==> config.mk <==
export PLATFORM = sky130hd
export DESIGN_NAME = fp_log
export DESIGN_NICKNAME = d
export VERILOG_FILES = /design/src/fp_log_pkg.sv /design/src/fpu_if.sv /design/src/exponent_term.sv /design/src/fp_log.sv /design/src/fp_unit.sv /design/src/fpu_arbiter.sv /design/src/series_eval.sv
export VERILOG_INCLUDE_DIRS = /design/src
export SDC_FILE = /design/constraint.sdc
export NUM_CORES = 2
export LEC_CHECK = 0
export BUFFER_PORTS_ARGS = -buffer_cell sky130_fd_sc_hd__clkbuf_2
export CORE_ASPECT_RATIO = 0.9
export CORE_MARGIN = 5
export CORE_UTILIZATION = 50
export DETAILED_ROUTE_END_ITERATION = 16
export HOLD_SLACK_MARGIN = 0.12
export PLACE_DENSITY = 0.73
export SLEW_MARGIN = 10
export SYNTH_ARGS = -nofsm -noshare
export SYNTH_HDL_FRONTEND = slang
export SYNTH_SLANG_ARGS = --single-unit
==> constraint.sdc <==
create_clock -name clk -period 25.6 [get_ports clk]
set_clock_uncertainty 0.1 [all_clocks]
set_input_delay 2.56 -clock clk [delete_from_list [all_inputs] [get_ports clk]]
set_output_delay 2.56 -clock clk [all_outputs]
set_load 0.02 [all_outputs]
==> src/fp_log_params.svh <==
// float32 field widths, bias, table size
// coefficient and ln2 bit patterns
`ifndef FP_LOG_PARAMS_SVH
`define FP_LOG_PARAMS_SVH

`define FP_W      32
`define EXP_W     8
`define FRAC_W    23
`define EXP_BIAS  127

// fraction bits used as table index
`define TBL_BITS  4

// series coefficients, ln(1+t) = t*(1 + t*(-1/2 + t*(1/3 - t/4)))
`define LN2_BITS      32'h3f317218
`define C_HALF_NEG    32'hbf000000
`define C_THIRD       32'h3eaaaaab
`define C_QUARTER_NEG 32'hbe800000
`define ONE_BITS      32'h3f800000

`endif

==> src/fp_log_pkg.sv <==
// shared types for the log unit
// float word, exponent, table index, fpu op and FSM states
`include "fp_log_params.svh"

package fp_log_pkg;

  typedef logic [`FP_W-1:0] fp32_t;
  typedef logic signed [`EXP_W:0] exp_t;  // unbiased, one bit wider than field
  typedef logic [`TBL_BITS-1:0] tbl_idx_t;

  typedef enum logic {
    OP_MUL,
    OP_ADD
  } fpu_op_e;

  typedef enum logic [1:0] {
    SER_IDLE,
    SER_REQ,
    SER_WAIT
  } series_state_e;

  typedef enum logic [1:0] {
    EXP_IDLE,
    EXP_REQ,
    EXP_WAIT,
    EXP_HOLD
  } exp_state_e;

endpackage

==> src/fpu_if.sv <==
// request/result link to the shared arithmetic unit
`timescale 1ns/10ps

interface fpu_if;
  import fp_log_pkg::*;

  logic    req;     // held until gnt
  fpu_op_e op;
  fp32_t   a;
  fp32_t   b;
  logic    gnt;     // one-cycle accept
  logic    done;    // result valid
  fp32_t   result;

  modport requester (output req, op, a, b, input gnt, done, result);

  modport arbiter_side (input req, op, a, b, output gnt, done, result);

  // unit is always ready, so it answers req with gnt directly
  modport unit (input req, op, a, b, output gnt, done, result);

endinterface

==> src/exponent_term.sv <==
// exponent to float conversion and e*ln2 through the shared fpu
`timescale 1ns/10ps
`include "fp_log_params.svh"

module exponent_term (
  input  logic             clk,
  input  logic             rst_n,
  input  logic             start,
  input  fp_log_pkg::exp_t  exp,
  fpu_if.requester         fpu,
  output fp_log_pkg::fp32_t exp_val,
  output logic             exp_valid
);
  import fp_log_pkg::*;

  exp_state_e state;
  fp32_t e_float;
  fp32_t e_conv;

  // priority normalizer on |e|
  always_comb begin
    logic [8:0] mag;
    logic [3:0] pos;
    logic [31:0] sh;
    mag = exp[8] ? 9'(-exp) : 9'(exp);
    pos = '0;
    for (int k = 0; k < 9; k++) begin
      if (mag[k]) pos = k[3:0];
    end
    sh = 32'(mag) << (5'd23 - 5'(pos));
    e_conv = {exp[8], 8'(`EXP_BIAS + pos), sh[22:0]};
  end

  assign fpu.req = (state == EXP_REQ);
  assign fpu.op  = OP_MUL;
  assign fpu.a   = e_float;
  assign fpu.b   = `LN2_BITS;

  always_ff @(posedge clk or negedge rst_n) begin
    if (!rst_n) begin
      state     <= EXP_IDLE;
      exp_valid <= 1'b0;
    end else if (start && (state == EXP_IDLE || state == EXP_HOLD)) begin
      exp_valid <= (exp == '0);  // zero exponent needs no multiply
      state     <= (exp == '0) ? EXP_HOLD : EXP_REQ;
    end else if (state == EXP_REQ && fpu.gnt) begin
      state <= EXP_WAIT;
    end else if (state == EXP_WAIT && fpu.done) begin
      exp_valid <= 1'b1;
      state     <= EXP_HOLD;
    end
  end

  always_ff @(posedge clk) begin
    if (start && (state == EXP_IDLE || state == EXP_HOLD)) begin
      e_float <= e_conv;
      exp_val <= '0;
    end else if (state == EXP_WAIT && fpu.done) begin
      exp_val <= fpu.result;
    end
  end

endmodule

==> src/fp_log.sv <==
// float32 natural log top: decode, special cases, sequencers and shared fpu
`timescale 1ns/10ps
`include "fp_log_params.svh"

module fp_log (
  input  logic              clk,
  input  logic              rst_n,
  input  logic              start,
  input  fp_log_pkg::fp32_t  x,
  output fp_log_pkg::fp32_t  result,
  output logic              done,
  output logic              busy
);
  import fp_log_pkg::*;

  logic [`EXP_W-1:0] ex;
  logic [`FRAC_W-1:0] fr;
  logic special;
  logic launch;
  fp32_t spec_val;
  fp32_t sig;
  fp32_t exp_val;
  fp32_t sum;
  exp_t e;
  tbl_idx_t idx;
  logic exp_valid;
  logic ser_done;

  fpu_if ser_port ();
  fpu_if exp_port ();
  fpu_if unit_port ();

  assign ex  = x[30:23];
  assign fr  = x[22:0];
  assign sig = {1'b0, 8'(`EXP_BIAS), fr};  // s in [1,2)
  assign e   = exp_t'(ex) - `EXP_BIAS;
  assign idx = fr[`FRAC_W-1 -: `TBL_BITS];

  // zero and subnormals flush to -inf, nan before sign
  assign special = (ex == '0) || x[31] || (ex == '1);
  always_comb begin
    if (ex == '1 && fr != '0) spec_val = 32'h7fc00000;
    else if (ex == '0)        spec_val = 32'hff800000;
    else if (x[31])           spec_val = 32'h7fc00000;
    else                      spec_val = 32'h7f800000;
  end

  assign launch = start && !busy && !special;

  always_ff @(posedge clk or negedge rst_n) begin
    if (!rst_n) begin
      busy <= 1'b0;
      done <= 1'b0;
    end else begin
      done <= (start && !busy && special) || ser_done;
      if (start && !busy) busy <= 1'b1;
      else if (done)      busy <= 1'b0;
    end
  end

  always_ff @(posedge clk) begin
    if (start && !busy && special) result <= spec_val;
    else if (ser_done)             result <= sum;
  end

  series_eval i_series (
    .clk, .rst_n, .start(launch), .sig, .idx, .exp_val, .exp_valid,
    .fpu(ser_port.requester), .sum, .done(ser_done)
  );

  exponent_term i_exp (
    .clk, .rst_n, .start(launch), .exp(e), .fpu(exp_port.requester), .exp_val, .exp_valid
  );

  fpu_arbiter i_arb (
    .clk, .rst_n, .req_series(ser_port.arbiter_side), .req_exp(exp_port.arbiter_side),
    .unit(unit_port.requester)
  );

  fp_unit i_fpu (.clk, .rst_n, .port(unit_port.unit));

endmodule

==> src/fp_unit.sv <==
// shared truncating float32 multiplier and adder
// result and done registered one cycle after grant
`timescale 1ns/10ps
`include "fp_log_params.svh"

module fp_unit (
  input logic clk,
  input logic rst_n,
  fpu_if.unit port
);
  import fp_log_pkg::*;

  fp32_t mul_res;
  fp32_t add_res;

  assign port.gnt = port.req;  // never stalls

  // multiply of normal operands only
  always_comb begin
    logic [`EXP_W-1:0] ea;
    logic [`EXP_W-1:0] eb;
    logic [47:0] prod;
    logic [`FRAC_W-1:0] frac;
    exp_t em;
    ea = port.a[30:23];
    eb = port.b[30:23];
    prod = {1'b1, port.a[22:0]} * {1'b1, port.b[22:0]};
    em = exp_t'(ea) - `EXP_BIAS + exp_t'(eb) - `EXP_BIAS;
    if (prod[47]) begin
      frac = prod[46:24];
      em = em + 1;
    end else begin
      frac = prod[45:23];
    end
    if (ea == '0 || eb == '0 || em < -126) begin
      mul_res = '0;  // zero operand or flushed underflow
    end else begin
      mul_res = {port.a[31] ^ port.b[31], 8'(em + `EXP_BIAS), frac};
    end
  end

  // add with 3 guard bits and leading-one normalize
  always_comb begin
    fp32_t big;
    fp32_t smaller;
    logic [7:0] d;
    logic [26:0] sa;
    logic [26:0] sb;
    logic [27:0] sum;
    logic [27:0] norm;
    logic [4:0] lead;
    logic signed [9:0] ez;
    if (port.a[30:0] < port.b[30:0]) begin
      big = port.b;
      smaller = port.a;
    end else begin
      big = port.a;
      smaller = port.b;
    end
    d = big[30:23] - smaller[30:23];
    sa = {big[30:23] != '0, big[22:0], 3'b000};
    sb = {smaller[30:23] != '0, smaller[22:0], 3'b000};
    sb = (d > 8'd26) ? '0 : sb >> d;
    if (big[31] != smaller[31]) begin
      sum = {1'b0, sa} - {1'b0, sb};
    end else begin
      sum = {1'b0, sa} + {1'b0, sb};
    end
    lead = '0;
    for (int k = 0; k < 28; k++) begin
      if (sum[k]) lead = k[4:0];
    end
    norm = sum << (5'd27 - lead);
    ez = $signed({2'b00, big[30:23]}) + $signed({5'b00000, lead}) - 10'sd26;
    if (sum == '0 || ez <= 0) begin
      add_res = '0;  // cancellation gives +0
    end else begin
      add_res = {big[31], ez[7:0], norm[26:4]};
    end
  end

  always_ff @(posedge clk or negedge rst_n) begin
    if (!rst_n) begin
      port.done <= 1'b0;
    end else begin
      port.done <= port.req;
    end
  end

  always_ff @(posedge clk) begin
    if (port.req) port.result <= (port.op == OP_MUL) ? mul_res : add_res;
  end

endmodule

==> src/fpu_arbiter.sv <==
// round-robin arbiter for the shared fpu, one operation in flight
`timescale 1ns/10ps

module fpu_arbiter (
  input logic clk,
  input logic rst_n,
  fpu_if.arbiter_side req_series,
  fpu_if.arbiter_side req_exp,
  fpu_if.requester unit
);
  import fp_log_pkg::*;

  logic busy_q;
  logic owner_q;  // 1 when exponent port owns the operation
  logic last_q;   // 1 when exponent port won last
  logic grant_s;
  logic grant_e;

  assign grant_s = !busy_q && req_series.req && (!req_exp.req || last_q);
  assign grant_e = !busy_q && req_exp.req && (!req_series.req || !last_q);

  assign unit.req = grant_s | grant_e;
  assign unit.op  = grant_e ? req_exp.op : req_series.op;
  assign unit.a   = grant_e ? req_exp.a : req_series.a;
  assign unit.b   = grant_e ? req_exp.b : req_series.b;

  assign req_series.gnt = grant_s & unit.gnt;
  assign req_exp.gnt    = grant_e & unit.gnt;

  // result goes back to whoever issued it
  assign req_series.done   = unit.done && !owner_q;
  assign req_exp.done      = unit.done && owner_q;
  assign req_series.result = unit.result;
  assign req_exp.result    = unit.result;

  always_ff @(posedge clk or negedge rst_n) begin
    if (!rst_n) begin
      busy_q  <= 1'b0;
      owner_q <= 1'b0;
      last_q  <= 1'b1;  // series first
    end else if (unit.req && unit.gnt) begin
      busy_q  <= 1'b1;
      owner_q <= grant_e;
      last_q  <= grant_e;
    end else if (unit.done) begin
      busy_q <= 1'b0;
    end
  end

endmodule

==> src/series_eval.sv <==
// reciprocal and ln tables, range reduction, Horner series, final sums
`timescale 1ns/10ps
`include "fp_log_params.svh"

module series_eval (
  input  logic                clk,
  input  logic                rst_n,
  input  logic                start,
  input  fp_log_pkg::fp32_t    sig,
  input  fp_log_pkg::tbl_idx_t idx,
  input  fp_log_pkg::fp32_t    exp_val,
  input  logic                exp_valid,
  fpu_if.requester            fpu,
  output fp_log_pkg::fp32_t    sum,
  output logic                done
);
  import fp_log_pkg::*;

  localparam logic [3:0] LAST_STEP = 4'd10;

  series_state_e state;
  logic [3:0] step;
  fp32_t sig_q;
  tbl_idx_t idx_q;
  fp32_t acc;
  fp32_t t_q;  // m - 1
  fp32_t recip;
  fp32_t ln_tbl;

  // 1/(1+i/16)
  always_comb begin
    case (idx_q)
      4'd0:  recip = 32'h3f800000;
      4'd1:  recip = 32'h3f70f0f0;
      4'd2:  recip = 32'h3f638e38;
      4'd3:  recip = 32'h3f579435;
      4'd4:  recip = 32'h3f4ccccc;
      4'd5:  recip = 32'h3f430c30;
      4'd6:  recip = 32'h3f3a2e8b;
      4'd7:  recip = 32'h3f321642;
      4'd8:  recip = 32'h3f2aaaaa;
      4'd9:  recip = 32'h3f23d70a;
      4'd10: recip = 32'h3f1d89d8;
      4'd11: recip = 32'h3f17b425;
      4'd12: recip = 32'h3f124924;
      4'd13: recip = 32'h3f0d3dcb;
      4'd14: recip = 32'h3f088888;
      default: recip = 32'h3f042108;
    endcase
  end

  // ln(1+i/16)
  always_comb begin
    case (idx_q)
      4'd0:  ln_tbl = 32'h00000000;
      4'd1:  ln_tbl = 32'h3d785186;
      4'd2:  ln_tbl = 32'h3df1383d;
      4'd3:  ln_tbl = 32'h3e2ff983;
      4'd4:  ln_tbl = 32'h3e647fbe;
      4'd5:  ln_tbl = 32'h3e8b3ae5;
      4'd6:  ln_tbl = 32'h3ea30c5e;
      4'd7:  ln_tbl = 32'h3eb9cebe;
      4'd8:  ln_tbl = 32'h3ecf991f;
      4'd9:  ln_tbl = 32'h3ee47fbe;
      4'd10: ln_tbl = 32'h3ef8947b;
      4'd11: ln_tbl = 32'h3f05f397;
      4'd12: ln_tbl = 32'h3f0f42fa;
      4'd13: ln_tbl = 32'h3f183eb9;
      4'd14: ln_tbl = 32'h3f20ec7f;
      default: ln_tbl = 32'h3f295169;
    endcase
  end

  // operation issued at each step
  always_comb begin
    fpu.op = OP_ADD;
    fpu.a  = acc;
    fpu.b  = t_q;
    case (step)
      4'd0: begin
        fpu.op = OP_MUL;
        fpu.a  = sig_q;
        fpu.b  = recip;
      end
      4'd1: fpu.b = {1'b1, 31'(`ONE_BITS)};  // m + (-1)
      4'd2: begin
        fpu.op = OP_MUL;
        fpu.b  = `C_QUARTER_NEG;
      end
      4'd3: fpu.b = `C_THIRD;
      4'd5: fpu.b = `C_HALF_NEG;
      4'd7: fpu.b = `ONE_BITS;
      4'd4, 4'd6, 4'd8: fpu.op = OP_MUL;  // times t
      4'd9: fpu.b = ln_tbl;
      default: fpu.b = exp_val;
    endcase
  end

  // final add waits for the exponent term
  assign fpu.req = (state == SER_REQ) && (step != LAST_STEP || exp_valid);

  always_ff @(posedge clk or negedge rst_n) begin
    if (!rst_n) begin
      state <= SER_IDLE;
      step  <= '0;
      done  <= 1'b0;
    end else begin
      done <= 1'b0;
      case (state)
        SER_IDLE: if (start) begin
          step  <= '0;
          state <= SER_REQ;
        end
        SER_REQ: if (fpu.req && fpu.gnt) state <= SER_WAIT;
        default: if (fpu.done) begin
          if (step == LAST_STEP) begin
            done  <= 1'b1;
            state <= SER_IDLE;
          end else begin
            step  <= step + 4'd1;
            state <= SER_REQ;
          end
        end
      endcase
    end
  end

  always_ff @(posedge clk) begin
    if (state == SER_IDLE && start) begin
      sig_q <= sig;
      idx_q <= idx;
    end
    if (state == SER_WAIT && fpu.done) begin
      acc <= fpu.result;
      if (step == 4'd1) t_q <= fpu.result;
      if (step == LAST_STEP) sum <= fpu.result;
    end
  end

endmodule

---- Word level (Yosys, flattened, before mapping) ----
Memories as Yosys holds them, arrays and structs flattened. A register that Yosys moved wholly into a read port is not among the register bits.
Index checks and enable logic that the tools add are counted.
word-level totals
  register bits after elaboration ......... 267
  ROM bits ................................ 864
  input bits .............................. 35
  output and inout port bits .............. 34
  logic and storage cells ................. 214
  memories kept ........................... 2
operators by class
  add/sub/neg operators ................... 16
  multiply operators ...................... 1
  magnitude comparators ................... 4
  equality and inequality tests ........... 22
  shift operators ......................... 3
  mux-type cells .......................... 81
  bitwise operators ....................... 5
  reductions and logical operators ........ 60
memory list
  memory            words  bits a word  rd ports  clocked after memory_dff  wr ports  line               source
  (name not given)  16     30           1         1                         0         series_eval.sv:54  case (idx_q)
  (name not given)  16     24           1         1                         0         series_eval.sv:32  case (idx_q)
operator list
  cell                                                                    number
  32-bit 2-to-1 mux                                                       12
  32-bit one-hot mux with 8 select lines                                  1
  4-bit 2-to-1 mux                                                        20
  5-bit 2-to-1 mux                                                        12
  24-bit by 24-bit multiplier with 48-bit output                          1
  23-bit 2-to-1 mux                                                       2
  31-bit less-than comparator                                             1
  27-bit by 27-bit adder with 28-bit output                               1
  28-bit logical NOT                                                      1
  28-bit 2-to-1 mux                                                       1
  28-bit by 5-bit << shifter with 27-bit output                           1
  27-bit by 27-bit subtractor with 28-bit output                          1
  27-bit 2-to-1 mux                                                       1
  27-bit by 8-bit right shift with 27-bit output                          1
  8-bit logical NOT                                                       3
  23-bit nonzero test                                                     1
  9-bit by 5-bit << shifter with 23-bit output                            1
  2-bit 2-to-1 mux                                                        9
  9-bit 2-to-1 mux                                                        2
  8-bit by 7-bit subtractor with 9-bit output (second input constant)     2
  1-bit logical AND                                                       17
  4-bit by 3-bit equality test with 1-bit output (second input constant)  4
  8-bit nonzero test                                                      2
  1-bit 2-to-1 mux                                                        15
  other kinds (45)                                                        80

---- Longest topological paths before layout ----
  depth after elaboration ................. 47
  depth in mapped cells ................... 85
  gate-level depth less buffers ........... 71

---- Hierarchy ----
Synthesis repeated with hierarchy kept, for this count alone.
second synthesis, totals
  cell total of the unflattened synthesis .. 4713
  area total of the unflattened synthesis .. 42627.1 um^2
by module, submodules not included
  module         times used  cells an instance  area an instance (um^2)  seq. area each (um^2)
  fp_unit        1           3490               28203.3                  985.9
  series_eval    1           611                7908.8                   5159.9
  exponent_term  1           343                3284.4                   1616.6
  fpu_arbiter    1           156                1694.1                   76.3
  fp_log         1           113                1536.5                   1011.0

---- Worst setup path before layout ----
OpenSTA, ideal clock, no wires.
  path kind ............................... register to register
  from .................................... register i_series.step[0]
  to ...................................... register i_fpu.port.result[21], data pin
  library setup time ...................... 267 ps
  arrival time ............................ 15977 ps
  data required time ...................... 25233 ps
  setup slack ............................. 9256 ps
  stages on the path, launching flop included .. 83
  buffers on the path ..................... 16
  period minus slack after synthesis ...... 16344 ps
  cell sequence ........................... dfrtp_1 inv_1 ha_1 buf_2 nor4bb_1 buf_2 o21a_1 buf_2 buf_1 clkbuf_1 nor3_1 clkbuf_1 ha_1 nor3_1 and2_0 o311a_1 a2111o_1 a211oi_2 (+47 left out) ha_1 a21o_1 a21oi_1 o21bai_1 a21oi_1 inv_1 a21oi_1 nor2_1 nor2_1 xor2_1 nand4_1 nand3_1 a21oi_1 nand2_1 clkbuf_1 nor2_1 a221oi_1 nand3_1
between the ends
  longest elaborated chain between the ends .. 47
  elaborated cells between the ends (all ways) .. 86
  classes of those cells .................. add/sub (10); mul (1); order compare (4); eq/ne (11); shift (2); mux (42); reduce/logical (16)
RTL lines
  element                                                               line                source
  start: declaration                                                    series_eval.sv:22   logic [3:0] step;
  start signal: assignment                                              series_eval.sv:120  step <= step + 4'd1;
  branches (longest 46 deep; another with 31-bit less-than comparator)  n/a
  32-bit 2-to-1 mux (*)                                                 fp_unit.sv:91       if (port.req) port.result <= (port.op == OP_MUL) ? mul_res : add_res;
  end signal: assignment                                                fp_unit.sv:91
  end: declaration                                                      fpu_if.sv:20        modport unit (input req, op, a, b, output gnt, done, result);
Mark *: on every way between the ends.
A chain may end at the register's enable or synchronous reset.

---- Worst setup path after layout ----
  from .................................... register i_series.step[3]
  to ...................................... register i_fpu.port.result[17], data pin
The elaborated chain is that of the path after synthesis.

==> key figures <==
Status
  – Status: complete, no violations

Layout
  – Fin nets: 5402
  – Area Overhead vs Synth: 5.783%
  – Non-Filler Instances: 5622
  – Post-route cell area: 42540 sq um
  – Layout cell share with drive strength beyond 1: 0.06846
  – Final Util: 0.5346
  – Ant. Diodes: 0

Floorplanning
  – Initial core utilization: 0.5054
  – Die Ht: 279.1 um
  – Die ar.: 86220 sq um
  – Std-Cell Rows: 98
  – Ports: 69
  – Core outline area: roughly 80000 sq um
  – Die span in x: 309.0 um

Synth
  – Post-synth cell types: about 100
  – Synth Instances: roughly 4600
  – Post-Syn Area per Cell: 8.715 sq um
  – Number of synthesized flops with an enable pin: 213
  – Synth top area cells: fa_1 (24%), edfxtp_1 (16%), ha_1 (10%), nand2_1 (6.3%), inv_1 (6.1%)
  – Top cells by count, synth: nand2_1 (674), inv_1 (657), fa_1 (485), nor2_1 (404), ha_1 (332)
  – Seq cells post-synth: between 300 and 400
  – Sequential-to-total area share from yosys stat: 0.2103
  – Post-Syn Area: about 40000 sq um
  – Top FF cell, synth: edfxtp_1
  – Most common cell in the netlist: nand2_1
  – Post-synth top area cell: fa_1
  – Post-synth ARST share: 0.05128
  – Ys Warns: 0
  – Top-area cell type share of the netlist area: 0.2414

GRT
  – Global Route Usage Sum: 0.3109
  – Total grt overflow: 0
  – First-pass GRT wire length: 206300 um
  – Initial antenna violation count: 3
  – Largest net degree at the start of global routing: 70
  – Vias in the first global route: 33220

STA
  – Tcrit/Tclk final: 0.7711
  – Worst Max-Slew Pin Slew: 1268 ps
  – Tmin final: between 15000 and 20000 ps
  – Setup violations, final: 0
  – Total Neg Setup Slack: 0 ps
  – Final hold vios: 0
  – Slew headroom: 0.1431
  – Final Max Tran Viols: 0
  – RSZ-0062 raised after global routing: false
  – Fmax: 50.66 MHz
  – Setup ws final: 5860 ps
  – WHS: 349.4 ps

Drt
  – Via count: between 30000 and 40000
  – Post-DR wirelength/cell: 24.13 um
  – DR iter-0 viols: 4409
  – Post-Route WL: 135700 um
  – Detail Route Antenna Nets: 0
  – Via/cell ratio: roughly 6.1
  – Drt drc: 0
  – DRT Pass-1 Iters: 7

Run
  – # Max-Cap Violations: 0

Clocking
  – CTS Hold Buffers Added: 0
  – Root Buffer: clkbuf_16
  – Clock Sinks: 312
  – Num CTS Buffers: 28
  – Post-CTS Setup Inserts: 0
  – Htree depth: 1
  – Clock-pin transition on the worst setup and hold timing paths: roughly 80 ps
  – Clock Latency Late Sink: 590 ps
  – Post-cts sizing count: 0
  – Max Root-Sink Buffers: 3
  – CTS tree: yes

Worst setup path
  – Critical path class: flip-flop to flip-flop
  – Delay of the slowest cell on the worst path: 1130 ps
  – Slowest cell on crit path: nor4bb_1
  – Critical path required time: 25930 ps
  – CP endpoint kind: flip-flop
  – Crit path from: i_series.step[3]
  – Data arrival, critical path: approximately 20000 ps
  – RR Startpoint: i_series.step[3]
  – Kind of start point of the critical path: flip-flop
  – CP max FO: 63

Pwr
  – Clock power frac: 0.432
  – Seq pwr share: 0.546
  – Overall power: 0.9779 mW
  – Max VDD drop: roughly 0.000054 V
  – Net switching power: 0.2186 mW
  – Pleak: between 15 and 20 nW
  – Part of the power in combinational logic: 0.022
  – Internal Power: between 0.7 and 0.8 mW
  – PwrDens: 22.98 nW/um^2
  – Sw Ratio: 0.2236

Place
  – DP HPWL: between 100000 and 150000 um
  – IO buf count: 68
  – Routability Congestion: 1.001
  – Post-placement cell count: between 5000 and 6000
  – Dpl ws: 6446 ps
  – Cell Area, Placed: 41650 sq um

Worst hold path
  – Hold WC Path Type: flip-flop to flip-flop
  – Hold Startpoint: done
worst paths after layout:
path / slack, ps / end / depth (start not counted)
min reg2reg: 350 / busy / 1
min: 350 / busy / 1
min in group asynchronous: 1810 / done / 1
max: 5860 / i_fpu.port.result[17] / 67
max reg2reg: 5860 / i_fpu.port.result[17] / 67
max in group asynchronous: 23250 / i_arb.last_q / 1
cell families (layout without fill, tap and decap cells):
| group | Yosys count | after routing | synth area share |
|---|---|---|---|
| AOI/OAI and AO/OA | 817 | 817 | 0.1318 |
| xor gates and xnor gates | 89 | 89 | 0.01938 |
| adders and majority gates | 817 | 817 | 0.3447 |
| buffers and inverters | 940 | 883 | 0.08994 |
| DFF | 312 | 312 | 0.2103 |
| muxes | 146 | 146 | 0.04007 |
| other | 2 | 16 | 0.0001867 |
| and+or+nand+nor | 1492 | 1492 | 0.1635 |
state kept, by name, indices dropped and copies added (netlist names), 2 cells and up:
signal             cells
i_series.ln_tbl       27
i_exp.fpu.a           30
i_series.acc          32
i_series.state         2
i_series.step          4
i_series.idx_q         4
i_exp.exp_val         32
i_fpu.port.result     32
result                32
i_series.sum          32
i_series.t_q          32
i_series.sig_q        19
i_exp.state            2
i_series.recip        24
layer usage:
metal	GRT usage	routed length, um	part of all wire	vias up
met5	0	23	0.00017	-
li1	-	-	-	15080
met2	0.4511	56130	0.41	2209
met3	0.07182	17250	0.13	346
met4	0.1101	6351	0.047	4
met1	0.4582	55930	0.41	16700
cells in the final DEF, fill, tap and decap left out, types with 24 or more instances in the layout:
| master | netlist | routed |
|---|---|---|
| ha_1 | 332 | 332 |
| fa_1 | 485 | 484 |
| a21oi_1 | 236 | 233 |
| nor2b_1 | 46 | 45 |
| o22ai_1 | 28 | 28 |
| buf_4 | 1 | 84 |
| mux2i_1 | 107 | 105 |
| nor2_1 | 404 | 398 |
| xnor2_1 | 64 | 60 |
| nand3_1 | 84 | 84 |
| clkbuf_2 | 0 | 68 |
| nand2_1 | 674 | 674 |
| a21o_1 | 41 | 41 |
| o211ai_1 | 36 | 36 |
| and2_1 | 24 | 24 |
| edfxtp_1 | 213 | 213 |
| a211oi_1 | 38 | 38 |
| dfxtp_1 | 83 | 83 |
| clkbuf_16 | 0 | 28 |
| mux2_2 | 30 | 30 |
| inv_1 | 657 | 657 |
| o21ai_0 | 179 | 177 |
| nor3_1 | 60 | 55 |
| o21a_1 | 25 | 24 |
| nand2b_1 | 32 | 32 |
| o21bai_1 | 26 | 26 |
| nand3b_1 | 25 | 25 |
power groups by stage:
stage	clock (mW)	sequential, mW	combinational [mW]
CTS	0.423	0.534	0.0209
finish	0.422	0.534	0.0215
floorplan	0	0.545	0.0130
detailed placement	0	0.545	0.0206
global placement	0	0.545	0.0206
global route	0.444	0.534	0.0238
layout make-up:
class | instances | area (sq um)
Multi-Input combinational cell | 3377 | 28360
Sequential cell | 312 | 8459
Clock inverter | 20 | 168.9
Clock buffer | 32 | 725.7
Fill cell | 7286 | 37030
Timing Repair Buffer | 152 | 970.9
Tap cell | 1050 | 1314
Inverter | 679 | 2549
critical path, delay by kind of cell, from the launching register on:
family                     cells  cell delay, ps
AOI/OAI and AO/OA             29            7550
and+or+nand+nor               15            4000
buffers and inverters         12            3820
adders and majority gates      7            2570
muxes                          3             970
DFF                            1             330
xor gates and xnor gates       1              80
Note: power is estimated with default switching activity, not from simulation.
